--- config.mk ---
export PLATFORM = sky130hd
export DESIGN_NAME = snooper
export DESIGN_NICKNAME = d
export VERILOG_FILES = /design/src/logic/pkt_pkg.sv /design/src/logic/snooper.sv
export SDC_FILE = /design/constraint.sdc
export NUM_CORES = 1
export LEC_CHECK = 0
export ABC_AREA = 1
export BUFFER_PORTS_ARGS = -buffer_cell sky130_fd_sc_hd__buf_2
export CAP_MARGIN = 5
export CORE_AREA = 3 3 83 85
export DETAILED_ROUTE_END_ITERATION = 8
export DIE_AREA = 0 0 86 88
export GPL_ROUTABILITY_DRIVEN = 1
export GPL_TIMING_DRIVEN = 0
export PLACE_DENSITY = 0.78
export SKIP_LAST_GASP = 1
export SLEW_MARGIN = 40
export SYNTH_ARGS = -nofsm -noshare
export SYNTH_HDL_FRONTEND = slang
export SYNTH_SLANG_ARGS = --single-unit
export TNS_END_PERCENT = 1
--- constraint.sdc ---
create_clock -name clk -period 2.6 [get_ports clk]
set_clock_uncertainty 0.15 [all_clocks]
set_input_delay 0.52 -clock clk [delete_from_list [all_inputs] [get_ports clk]]
set_output_delay 0.52 -clock clk [all_outputs]
set_load 0.02 [all_outputs]
--- src/logic/pkt_pkg.sv ---
package pkt_pkg;

	// Word address width inside one buffer
	localparam int ADDR_W_DEF = 6;
	// Payload word width, eight bytes per word
	localparam int DATA_W_DEF = 64;
	// Byte increment carried with each snooper write
	localparam int INC_W_DEF = 8;
	// Packet length in bytes
	localparam int PLEN_W_DEF = 32;

	// Agent-side select, picks which buffer an agent sees
	typedef enum logic [1:0] {
		BUF_NONE = 2'd0,
		BUF_PING = 2'd1,
		BUF_PANG = 2'd2,
		BUF_PONG = 2'd3
	} buf_sel_e;

	// Buffer-side select, picks which agent drives a buffer
	typedef enum logic [1:0] {
		AGT_NONE = 2'd0,
		AGT_SN   = 2'd1,
		AGT_CPU  = 2'd2,
		AGT_FWD  = 2'd3
	} agent_sel_e;

	// Rotation controller states
	typedef enum logic [1:0] {
		CTRL_FILL   = 2'd0,
		CTRL_WAIT   = 2'd1,
		CTRL_ROTATE = 2'd2
	} ctrl_state_e;

endpackage
--- src/logic/snooper.sv ---
`timescale 1ns/1ps

module snooper import pkt_pkg::*; #(
	parameter int ADDR_W = ADDR_W_DEF,
	parameter int DATA_W = DATA_W_DEF,
	parameter int INC_W  = INC_W_DEF
) (
	input  logic              clk,
	input  logic              rst_n,
	input  logic              in_valid,
	input  logic [DATA_W-1:0] in_data,
	input  logic [3:0]        in_bytes,
	input  logic              in_last,
	input  logic              in_ready,
	output logic [ADDR_W-1:0] sn_addr,
	output logic [DATA_W-1:0] sn_wr_data,
	output logic              sn_wr_en,
	output logic [INC_W-1:0]  sn_inc,
	output logic              sn_done
);

	// Word position inside the current packet
	logic [ADDR_W-1:0] wr_cnt;
	// Registered write is the final word of its packet
	logic              wr_last;
	logic              accept;

	// A word only counts while the path is open
	assign accept = in_valid && in_ready;

	always_ff @(posedge clk) begin
		if (!rst_n) begin
			wr_cnt   <= '0;
			sn_wr_en <= 1'b0;
			wr_last  <= 1'b0;
			sn_done  <= 1'b0;
		end else begin
			sn_wr_en <= accept;
			wr_last  <= accept && in_last;
			// Done one cycle behind the last write
			sn_done  <= sn_wr_en && wr_last;
			// Rewind for the next packet after the last word
			if (accept)
				wr_cnt <= in_last ? '0 : wr_cnt + 1'b1;
		end
	end

	// Payload of the write, qualified by sn_wr_en downstream
	always_ff @(posedge clk) begin
		if (accept) begin
			sn_addr    <= wr_cnt;
			sn_wr_data <= in_data;
			// Byte count of the word grows the packet length
			sn_inc     <= INC_W'(in_bytes);
		end
	end

endmodule

# After elaboration in Yosys (flattened, before gate mapping)
# Index checks and enable logic that the tools add are counted.
[op_classes] add_sub_neg=1 mul=0 n_div=0 order_cmp=0 eq_ne=0 shifts=0 muxes=1 n_bitwise=0 n_reduce_logical=3
[ops] op="$add 6x1->6 const B" n=1
[ops] op="$mux 6" n=1
[ops] op="$logic_and 1x1->1" n=3
[totals] reg_bits=83 latchBits=0 mem_bits_rw=0 mem_bits_ro=0 in_bits=73 output_inout_bits=80 n_memories=0

# Depth between registers and ports, before layout
# Gate-level depths: netlist (run 1).
[logic_depth] word_depth=2 depth_mapped=6 mapped_depth_nobuf=6

# Worst setup path before layout (run 1)
# Ideal clock, no wire load.
[synth_timing] path_kind="input port to flip-flop" from="in in_valid" to="reg wr_cnt[1]" setup_ns=0.073 arrival_ns=1.801 t_required_ns=2.377 path_slack_ns=0.576 stages=4 path_cell_list="nand2_2 -> inv_2 -> nand2_1 -> o21ai_1"
[synth_between] elab_chain_len=1
[synth_rtl] item="from (decl)" line_no="snooper.sv:10" rtl="input logic in_valid,"
[synth_rtl] item="$logic_and 1x1->1" line_no="snooper.sv:29" rtl="assign accept = in_valid && in_ready;"
[synth_rtl] item="via accept" line_no="snooper.sv:26" rtl="logic accept;"
[synth_rtl] item="to (signal assigned)" line_no="snooper.sv:44" rtl="wr_cnt <= in_last ? '0 : wr_cnt + 1'b1;"
[synth_rtl] item="to (decl)" line_no="snooper.sv:23" rtl="logic [ADDR_W-1:0] wr_cnt;"
# The timed path passes the listed nets, and every way through them passes these cells.
# A chain may end at the register's enable or synchronous reset.

# Final worst setup path (run 1)
[layout_timing] from="reg sn_wr_data[15]" to="out sn_wr_data[15]"
[layout_lines] item="from (decl)" line_no="snooper.sv:16" rtl="output logic [DATA_W-1:0] sn_wr_data,"
[layout_lines] item="from (signal assigned)" line_no="snooper.sv:52" rtl="sn_wr_data <= in_data;"
# No word-level cell between the ends.

==> summary.md, run 1 <==
Entering global routing, the biggest net connects 41 pins. The first global-routing pass estimated 7890 um of wire. The final worst hold slack was 0.202 ns. The global routing stage identified its most utilized layer as met2.

The die outline height was 88 um; the detailed placement HPWL was 4140 um. Setup repair after global routing left no endpoint under its margin. At the end of the flow the core is filled with cells to 59.1%. Before antenna repair, the detailed router went through 4 iterations. In this run the horizontal extent of the chip is 86 um. After Yosys synthesis, and, or, nand and nor cells account for 5.20% of the synthesized area. Synthesis produced 131 cells. The first routing iteration left 100 violations. In this run the standard cell core region covers 0.00628 sq mm. The tools report the via count of the first global-routing pass as 1624. Across the run, the number of max-cap violations was 0. The routed layout has 1661 vias. The final critical delay including setup and external delays came out at 1.56 ns. The clock drives 83 sinks. Summing internal, switching and leakage power gives 2700 uW.

The initial utilization of the core area, before any placement, comes to 42.2%. The post-detailed-route wirelength per cell is 14.5 um. The tools report the kind of launch point of the worst setup path as a register. Yosys attributes the largest share of cell area to edfxtp_1, dfxtp_1, nand2_1. The netlist uses 19 different library cells. Setup violations remaining at the end of the flow were counted as 0.

The number of input and output port buffers inserted was 148. The largest family of logic cells by synthesized area is simple AND/OR/NAND/NOR gates. The placer's final routability congestion estimate came out at 0.789.

The number of buffers inserted by post-CTS setup repair was 0; the floorplan die area was 0.00757 sq mm. The run gives 0.00265 sq mm as the mapped cell area. The run finished with clean final reports. Clock-pin slew was measured on the worst setup and hold paths at 0.09 ns. Final cycle utilization of the critical path: 59.9%. The final layout contains 368 nets. The highest clock frequency the design can meet was 642 MHz. The H-tree generated during clock tree synthesis spans 3 levels. The fraction of met3 tracks used by global routing is 5.17%. Global routing consumed, over all layers together, 14.0% of the routing resources. Fraction of the mapped netlist area in compound gates: 0.709%. The run gives 25.1% as the met2 usage in global routing. In the layout the commonest cells are buf_2, edfxtp_1, nand2_1. The cell with the largest stage delay on the worst path was edfxtp_1. For the clock latency reported for the late side of the worst-skew pair, the log shows 0.33 ns. Kind of cell adding the most delay to the critical path: flip-flops.

The number of antenna diodes in the final layout is 0. The number of antenna violations at the first check in global routing was 0. Summed over all cells, the static leakage comes to 0.00161 uW. Sequential fraction of the synthesis area: 90.8%. The fraction of final layout cells sized beyond drive strength 1 works out to 57.5%. The largest incremental delay on the critical path came out at 0.38 ns. In this run the clock root is driven by a clkbuf_8. The average instance in the mapped netlist occupies 20.2 sq um. For the max-slew violation total from the final report, the log shows 0. The class of the most critical hold timing path was input pin to register. For the total detailed-routing wirelength, the log shows 5460 um. Post-CTS repair changed the size of 0 cells. The peak fanout along the critical path came out at 1. The number of hold buffers added after CTS was 0.

In the routed layout, each cell is associated on average with a via count of 4.42. The run gives 0 as the final global-route overflow total. The tools report the capturing element type of the critical path as an output pin. The tools report the met1 demand-to-capacity share in global routing as 15.0%. Relative area change from synthesis to final layout: 40.2%.

The start-to-end type of the worst setup path is register to output pin. TritonCTS built the clock tree. The count of final hold-check violations is 0. For the DRC violation count after routing, the log shows 0.

The buffers plus inverters on the worst setup path came out at 1. After Yosys synthesis, XOR and XNOR cells account for 0% of the synthesized area. The run gives 0 ns as the accumulated negative setup slack.

Commonest non-fill, non-tap cell in the layout: buf_2. Summed over its instances, the top area cell type makes up 84.0% of the synthesized netlist area. For the worst setup path, the data required time is 1.93 ns. The critical path goes through buf_2.

In this run the deepest clock path goes through 2 buffers. The most area-hungry cell type in the Yosys netlist is edfxtp_1. The site row count was 29; the adder and majority cell fraction of the synthesized area was 0.473%. The remaining number of nets flagged by the antenna check after routing came out at 0. During synthesis, Yosys emitted a total of 0 warnings. The ratio of total power to cell area was 728 mW/mm^2. In the synthesized netlist, mux cells make up 0% of the area. Worst IR drop on VDD: 0.000401 V. Clock tree synthesis inserted a total of 9 buffers. 153 I/O pins were placed.

Data arrives at the worst endpoint at 0.89 ns. The post-synthesis sequential element count came out at 83.
==> cell type report <==
cell class	instances	area [sq um]
clock inverter	7	67.6
sequential	83	2400
fill	504	2570
buffer	4	30.0
timing repair buffer	149	761
inverter	11	46.3
tap	77	96.3
clock buffer	9	124
multi-input combinational	36	184
==> path summary, 6_finish.rpt <==
path | from | to | slack (ns) | cells after the start
hold / removal | in_data[39] | sn_wr_data[39] | 0.20 | 1
setup / recovery | sn_wr_data[15] | sn_wr_data[15] | 1.04 | 1
hold reg to reg | wr_last | sn_done | 0.31 | 1
setup reg to reg | wr_cnt[1] | wr_cnt[2] | 1.41 | 3
==> stage by stage <==
step	setup slack (ns)	cells	instance area, sq um
final	1.04	376	3710
after global routing	0.996	376	3710
after CTS	1.01	376	3710
after detailed placement	0.778	360	3520
after global placement	0.0953	359	3490
after floorplan	0.576	134	2660
==> layer usage <==
layer	part of all wire, %	wire [um]	up-vias
met2	55	3010	88
met4	1.6	87	0
met1	35	1910	767
met5	0	0	-
li1	-	-	798
met3	8.2	449	8
==> power by group <==
| part | internal (uW) | leakage [uW] | switching [uW] | total [uW] |
|---|---|---|---|---|
| logic | 96.6 | 0.000746 | 174 | 271 |
| clock network | 441 | 0.0000947 | 436 | 877 |
| registers | 1540 | 0.000769 | 18.6 | 1560 |
| total | 2070 | 0.00161 | 629 | 2700 |
==> synth_stat cells <==
library cell	number
a21oi_1	1
and3_1	2
buf_4	4
conb_1	1
dfxtp_1	9
edfxtp_1	74
ha_1	1
inv_1	10
inv_2	1
nand2_1	11
nand2_2	1
nand3_1	2
nand3_2	1
nand4_1	3
nor2_1	6
nor2_4	1
nor3_1	1
o21ai_1	1
o21ai_2	1
==> sequential cells by signal, summed over array words and instances (netlist names) <==
register,cells
sn_wr_data,64
sn_addr,6
wr_cnt,6
sn_inc,4
sn_done,1
sn_wr_en,1
wr_last,1
==> cell families (layout without fill, tap and decap cells) <==
group           count (synthesis)  count (layout)
compound gates                  3               3
flops                          83              83
fa+ha+maj                       1               1
other cells                     1               4
buf+inv                        15             180
simple gates                   28              28
(Power assumes the default switching activity.)
==> inputs of run 2 (changes only) <==
--- a/config.mk
+++ b/config.mk
@@ -5,15 +5,15 @@
 export SDC_FILE = /design/constraint.sdc
 export NUM_CORES = 1
 export LEC_CHECK = 0
-export ABC_AREA = 1
+export ABC_AREA = 0
 export BUFFER_PORTS_ARGS = -buffer_cell sky130_fd_sc_hd__buf_2
 export CAP_MARGIN = 5
-export CORE_AREA = 3 3 83 85
+export CORE_AREA = 3 3 87 89
 export DETAILED_ROUTE_END_ITERATION = 8
-export DIE_AREA = 0 0 86 88
+export DIE_AREA = 0 0 90 92
 export GPL_ROUTABILITY_DRIVEN = 1
 export GPL_TIMING_DRIVEN = 0
-export PLACE_DENSITY = 0.78
+export PLACE_DENSITY = 0.74
 export SKIP_LAST_GASP = 1
 export SLEW_MARGIN = 40
 export SYNTH_ARGS = -nofsm -noshare
==> constraint.sdc (replaced) <==
create_clock -name clk -period 1.43 [get_ports clk]
set_clock_uncertainty 0.15 [all_clocks]
set_input_delay 0.286 -clock clk [delete_from_list [all_inputs] [get_ports clk]]
set_output_delay 0.286 -clock clk [all_outputs]
set_load 0.02 [all_outputs]
==> summary.md, run 2 <==
The worst hold path belongs to the class input pin to register. The mean cell area of the mapped netlist was 22.4 sq um (+11%). The clock latency reported for the late side of the worst-skew pair was 0.33 ns (about the same). The adder and majority cell fraction of the synthesized area was 0.478% (+0.0054 points); the highest clock frequency the design can meet was 725 MHz. The tools report the proportion of power drawn by flip-flops and latches as 57.1% (-0.4 points). The top-area cell type share of the netlist area was 84.9% (+0.96 points); the via count of the first global-routing pass was 2065 (+27%). The run gives 0 (unchanged) as the max-slew violation total from the final report.

The tools report the number of synthesis warnings as 0 (unchanged). The footprint of the multi-input gates was 186 sq um (+1.4%); the switching share of power was 25.0% (+1.7 points). For the arrival time reported for the critical path endpoint, the log shows 0.94 ns (+0.05 ns). The fraction of final layout cells sized beyond drive strength 1 came out at 49.1% (-8.4 points). The run gives 19.6% (+5.6 points) as the overall track demand over capacity in global routing.

The run gives 0.731 (-7.4%) as the placer's final routability congestion estimate. The tools report the final global-route overflow total as 0 (unchanged). The area share of and/or/nand/nor cells after synthesis works out to 3.87% (-1.3 points). For the number of unique standard cell types used by synthesis, the log shows 21 (+2). The internal power was 3730 uW (+80%); the share of async-settable or async-resettable flops after synthesis was 0% (unchanged).

In the finished design, the share of the clock period the worst path needs comes to 96.4%. Clock root buffer: clkbuf_8. The post-CTS clock slew at the launch and capture registers of the worst setup and hold paths came out at 0.09 ns (about the same). The number of antenna repair diodes is 0 (unchanged), and the final standard cell area without fillers is 0.00435 sq mm (+17%). The first-pass iteration count of the detailed router is 4 (unchanged). Counting I/O delays and the setup requirement, the final critical path takes 1.38 ns. The number of DRC markers after the initial detailed-route iteration is 81 (-19%), and the first-pass GRT wire length is 12000 um (+53%). Ratio of total power to cell area: 1140 mW/mm^2 (+57%). The multiplexer area fraction after synthesis was 0.383% (+0.38 points); the cell area reported after detailed placement was 0.00349 sq mm (-0.71%).

The kind of launch point of the worst setup path is a register. The remaining number of nets flagged by the antenna check after routing is 0 (unchanged). The library cell used most frequently in the layout, excluding fill and tap cells, is buf_2. The largest family of logic cells by synthesized area was simple AND/OR/NAND/NOR gates. The overall via count from detail_route was 1974 (+19%); the number of antenna violations at the first check in global routing was 0 (unchanged).

The kind of cell adding the most delay to the critical path is flip-flops. The horizontal die dimension works out to 90 um (+4.7%). The largest incremental delay on the critical path came out at 0.42 ns (+0.04 ns). The power dissipated by switching net loads came out at 1240 uW (+98%). The tools report the site row count as 30 (+3.4%). The run gives 421 (+14%) as the number of nets in the layout. The run gives 77 (+88%) as the pin count of the biggest net entering global routing. The post-synthesis sequential element count came out at 83 (unchanged).

The fraction of the mapped netlist area in compound gates came out at 1.15% (+0.44 points). The run gives 153 (unchanged) as the count of pins on the block boundary. The number of fillers in the final layout was 496 (-1.6%). Among all stages on the critical path, the largest delay is contributed by edfxtp_1. The number of buffers inserted by post-CTS setup repair was 0 (unchanged); the post-detailed-route wirelength per cell was 17.6 um (+22%). The peak fanout along the critical path is 1 (unchanged), and the total detailed-routing wirelength is 7900 um (+45%). The total number of H-tree levels was 3 (unchanged). The ratio of routed vias to standard cells works out to 4.41 (-0.26%). The number of flip-flops in the largest register is 64 (unchanged).

The flow ran to the end, and the final reports show no timing, DRC or antenna violations. The number of synthesized flops with an enable pin came out at 74 (unchanged). The largest register by flop count was sn_wr_data. The count of max-cap constraint violations is 0 (unchanged), and the area of the core is 0.00683 sq mm (+8.8%).

The logic gate share of total power was 13.4% (+3.4 points); the buffers plus inverters on the worst setup path was 1 (unchanged). The xor and xnor fraction of the mapped netlist area was 0.670% (+0.67 points); the relative area change from synthesis to final layout was 66.4%. The start-to-end type of the worst setup path is register to output pin.

Walking the worst path, the cells encountered are buf_2. The largest registers in the layout are sn_wr_data x64, sn_addr x6, wr_cnt x6. Most area-hungry cell type in the Yosys netlist: edfxtp_1. In the synthesized netlist the dominant register cell turns out to be edfxtp_1. In the layout the commonest cells are buf_2, edfxtp_1, dlygate4sd3_1.

In the synthesized netlist, the cells that appear most often are edfxtp_1, dfxtp_1, buf_4. Worst endpoint required time: 0.99 ns (-0.94 ns). The gate count after technology mapping came out at 117 (-11%).

The number of clock sinks is 83 (unchanged), and the static leakage power is 0.00183 uW (+13%). For the number of CTS-inserted buffers, the log shows 9 (unchanged). By area the synthesized netlist is led by edfxtp_1, dfxtp_1, buf_4.

The run gives 0.000427 V (+6.3%) as the worst IR drop on VDD. The share of total power in the clock network was 29.5% (-2.9 points); the final count of negative-setup-slack endpoints was 0 (unchanged). The run gives 63.7% (+4.6 points) as the final core area utilization.

The number of input and output port buffers inserted came out at 148 (unchanged). In this run the tightest slew margin relative to its limit is 56.1%. The tools report the maximum count of clock buffers along a single path as 2 (unchanged). The starting density of the core was 38.3% (-3.9 points); the floorplan die area was 0.00828 sq mm (+9.4%). Setup repair after global routing left no endpoint under its margin.

The final worst hold slack is 0.0458 ns (-0.157 ns), and the count of final hold-check violations is 0 (unchanged). Yosys instantiated no cell more often than edfxtp_1. The worst setup path is captured at an output pin. The tools report the DRC violation count after routing as 0 (unchanged). The area used by sequential logic in the layout was 0.00240 sq mm (+0.10%); the mapped cell area was 0.00262 sq mm (-1.1%). The die outline height came out at 92 um (+4.5%). At the pin with the least slew margin, the transition time is 0.659 ns. TritonCTS built the clock tree.

The tools report the sequential fraction of the synthesis area as 91.8% (+1.0 points).
run 2: cell count changes after synthesis, moves of 2 or more:
cell / change
nand4_1: -3
or3_1: +3
nand2_1: -9
inv_1: -9
a21oi_1: +2
xnor2_1: +2
nor2b_1: +2
nor2_1: -4
o21ai_0: +3
run 2: kinds of logic (layout without fill, tap and decap cells):
kind of cell,after synthesis,in the layout
AND/OR/NAND/NOR,17,17
XOR/XNOR,2,2
AO/OA/AOI/OAI,6,6
flip-flops,83,83
other,1,4
multiplexers,1,1
adder cells (fa/ha/maj),1,1
buffers and inverters,6,238
run 2: cell type report:
| cell class | count | share of cell area [%] |
|---|---|---|
| Inverter | 1 | 0.0862 |
| Sequential cell | 83 | 55.2 |
| Timing Repair Buffer | 216 | 32.7 |
| Clock inverter | 7 | 1.18 |
| Buffer | 5 | 0.949 |
| Clock buffer | 9 | 2.85 |
| Tap cell | 96 | 2.76 |
| Multi-Input combinational cell | 31 | 4.28 |
run 2: worst paths after layout:
| path | cells past startpoint | startpoint | slack, ns | endpoint |
|---|---|---|---|---|
| worst min-delay path | 2 | in_last | 0.05 | wr_last |
| worst max register to register | 4 | wr_cnt[0] | 0.13 | wr_cnt[4] |
| worst max-delay path | 1 | sn_wr_data[21] | 0.05 | sn_wr_data[21] |
| worst min register to register | 0 | wr_cnt[5] | 0.31 | sn_addr[5] |
run 2: stage by stage:
stage	cells	total power, uW	setup TNS, ns	setup WS, ns
after CTS	448	4990	0	0.0515
after detailed placement	364	3380	-16.02	-0.250
after floorplan	120	3130	0	0.0412
after global placement	364	3370	-15.67	-0.246
after global routing	448	5180	0	0.00484
final	448	4980	0	0.0509
run 2: power groups by stage:
stage	Clock, uW	Sequential [uW]	Combinational [uW]
finish	1470	2840	665
global route	1630	2850	699
CTS	1510	2830	644
detailed placement	0	2890	493
global placement	0	2880	486
floorplan	0	3070	63.2
run 2: metal layers:
layer  track usage (%)  part of all wire (%)  up-vias
met2              35.7                    54      120
met4              7.27                   1.8        0
met1              20.8                    35      942
li1                  -                     -      899
met5                 0                     0        -
met3              7.22                   8.6       13
run 2: timing repair:
item,CTS,global route
endpoints found under the setup margin,0,1
gates resized for setup,0,2
hold buffers,68,0
endpoints found under the hold margin,68,0
==> inputs of run 3 (changes only) <==
==> constraint.sdc (replaced) <==
create_clock -name clk -period 1.1 [get_ports clk]
set_clock_uncertainty 0.15 [all_clocks]
set_input_delay 0.22 -clock clk [delete_from_list [all_inputs] [get_ports clk]]
set_output_delay 0.22 -clock clk [all_outputs]
set_load 0.02 [all_outputs]
==> summary.md, run 3 (synthesized netlist as in run 2, its figures left out) <==
For the area of the core, the log shows 0.00683 sq mm (unchanged). TritonCTS built the clock tree. The count of max-cap constraint violations is 0 (unchanged), and the horizontal die dimension is 90 um (unchanged). The count of pins on the block boundary is 153 (unchanged), and the site row count is 30 (unchanged).

The cell depth of the worst flop-to-flop path works out to 4 (unchanged). The total detailed-routing wirelength came out at 6970 um (-12%). The fraction of final layout cells sized beyond drive strength 1 is 49.4% (+0.29 points). The share of total power in the clock network is 32.7% (+3.2 points), and the relative area change from synthesis to final layout is 70.1%. The number of buffers inserted by post-CTS setup repair was 0 (unchanged). The number of placed cells counting well taps was 364 (unchanged); the worst endpoint required time was 0.73 ns (-0.26 ns).

The number of antenna repair diodes is 0 (unchanged). The run gives 450 (+0.45%) as the final instance count without filler cells. The kind of cell adding the most delay to the critical path was flip-flops.

In this run the critical register-to-register path is captured at wr_cnt[4]. The logs give 77 (unchanged) for the pin count of the biggest net entering global routing and -0.326 ns (-0.0761 ns) for the worst-case setup slack after placement. The via count of the first global-routing pass is 2073 (+0.39%), and the total number of H-tree levels is 3 (unchanged). Final critical delay including setup and external delays: 1.29 ns. For the worst setup slack after layout, the log shows -0.193 ns (-0.243 ns). The final reports fail on setup timing. The arrival time reported for the critical path endpoint came out at 0.92 ns (-0.02 ns). The first-pass iteration count of the detailed router came out at 4 (unchanged). The class of the most critical hold timing path was input pin to register.

The starting density of the core is 38.3% (unchanged), and the number of antenna violations at the first check in global routing is 0 (unchanged). The post-CTS clock slew at the launch and capture registers of the worst setup and hold paths is 0.09 ns (about the same). The overall track demand over capacity in global routing came out at 17.5% (-2.2 points).

The final count of negative-setup-slack endpoints came out at 80 (+80). For hold timing, the worst endpoint is sn_wr_en. The detailed placement HPWL came out at 4150 um. The max-slew violation total from the final report came out at 0 (unchanged).

The worst IR drop on VDD was 0.000924 V (+120%); the peak fanout along the critical path was 1 (unchanged). The number of cells on the worst hold path came out at 2 (unchanged). The largest register by flop count was sn_wr_data.

For the number of nets in the layout, the log shows 423 (+0.48%). The logs give 9 (unchanged) for the number of CTS-inserted buffers and 2 (unchanged) for the maximum count of clock buffers along a single path. The tools report the post-route total power as 6760 uW (+36%). The cell with the largest stage delay on the worst path is edfxtp_1. The internal power is 5110 uW (+37%), and the first-pass GRT wire length is 11100 um (-8.1%).

DRC violation count after routing: 0 (unchanged). The ratio of routed vias to standard cells is 4.24 (-3.9%), and the final standard cell area without fillers is 0.00445 sq mm (+2.2%). The power dissipated by switching net loads was 1650 uW (+33%); the final cycle utilization of the critical path was 118%. The start-to-end type of the worst setup path was register to output pin. The static leakage power is 0.00186 uW (+1.6%). The logs give 0.00354 sq mm (+1.2%) for the cell area reported after detailed placement and 0 (unchanged) for the count of final hold-check violations. The buffers plus inverters on the worst setup path was 1 (unchanged); the die outline height was 92 um (unchanged). In the layout the commonest cells are buf_2, edfxtp_1, dlygate4sd3_1. The tools report the logic gate share of total power as 12.8% (-0.6 points).

The number of flip-flops in the largest register came out at 64 (unchanged). The tools report the remaining number of nets flagged by the antenna check after routing as 0 (unchanged). The clock latency reported for the late side of the worst-skew pair came out at 0.34 ns (about the same). The worst hold path begins at rst_n. The ratio of total power to cell area works out to 1520 mW/mm^2 (+33%).

The worst setup path is launched from a register. The largest registers in the layout are sn_wr_data x64, sn_addr x6, wr_cnt x6. The post-detailed-route wirelength per cell is 15.5 um (-12%), and the proportion of power drawn by flip-flops and latches is 54.5% (-2.6 points). For the placer's final routability congestion estimate, the log shows 0.652 (-11%).

The setup slack on the worst flop-to-flop path is -0.16 ns (-0.29 ns). The capturing element type of the critical path is an output pin. Overall via count from detail_route: 1906 (-3.4%).

The critical path goes through buf_2. For this run, the top clock speed supported by timing is 774 MHz. The flow ran to the end, but the final reports show violations. The floorplan die area was 0.00828 sq mm (unchanged); the number of clock sinks was 83 (unchanged). The run gives 0 (unchanged) as the final global-route overflow total. The number of input and output port buffers inserted is 148 (unchanged), and the number of DRC markers after the initial detailed-route iteration is 58 (-28%).

The tools report the origin of the critical flop-to-flop path as wr_cnt[1]. The commonest non-fill, non-tap cell in the layout was buf_2. The largest incremental delay on the critical path is 0.40 ns (-0.02 ns), and the switching share of power is 24.4% (-0.59 points). The tools report the clock root buffer as clkbuf_8.

The run gives -11.78 ns (-11.78 ns) as the accumulated negative setup slack. Setup repair after global routing could not meet its margin everywhere.
[run 3: how the worst max path moves through the flow]
stage                     depth (start not counted)             end      startpoint
after CTS                                         1  sn_wr_data[15]  sn_wr_data[15]
after detailed placement                          5       wr_cnt[1]        in_valid
after floorplan                                   4       wr_cnt[1]        in_valid
after global routing                              1  sn_wr_data[51]  sn_wr_data[51]
final                                             1  sn_wr_data[46]  sn_wr_data[46]
after global placement                            5       wr_cnt[1]        in_valid
[run 3: cell type report]
cell class / instances / area, sq um
sequential: 83 / 2410
timing repair buffer: 218 / 1450
tap: 96 / 120
multi-input combinational: 31 / 205
buffer: 5 / 57.6
clock buffer: 10 / 128
fill: 521 / 2380
inverter: 1 / 3.75
clock inverter: 6 / 72.6
[run 3: layer usage]
metal	wire (um)	track usage, %	vias to the layer above
met4	141	7.14	0
li1	-	-	902
met1	2780	20.7	879
met5	0	0	-
met2	3380	28.6	111
met3	664	6.81	14
[run 3: power by group through the flow]
stage	clock network (uW)	logic [uW]	registers (uW)
final	2210	863	3680
after global routing	2420	918	3700
after CTS	2260	855	3680
after detailed placement	0	655	3750
after global placement	0	644	3740
after floorplan	0	92.0	3990
[run 3: what timing repair did]
| item | CTS | global route |
|---|---|---|
| gates resized for setup | 2 | 2 |
| hold buffers | 70 | 0 |
| hold endpoints to repair | 71 | 0 |
| setup endpoints to repair | 80 | 82 |
[run 3: through the flow]
step / hold WS, ns / utilization, %
2_1_floorplan: 0.169 / -
3_3_place_gp: 0.247 / 51.8
5_1_grt: 0.0359 / 65.1
3_5_place_dp: 0.248 / 51.8
6_report: 0.0429 / 65.1
4_1_cts: 0.0113 / 65.1
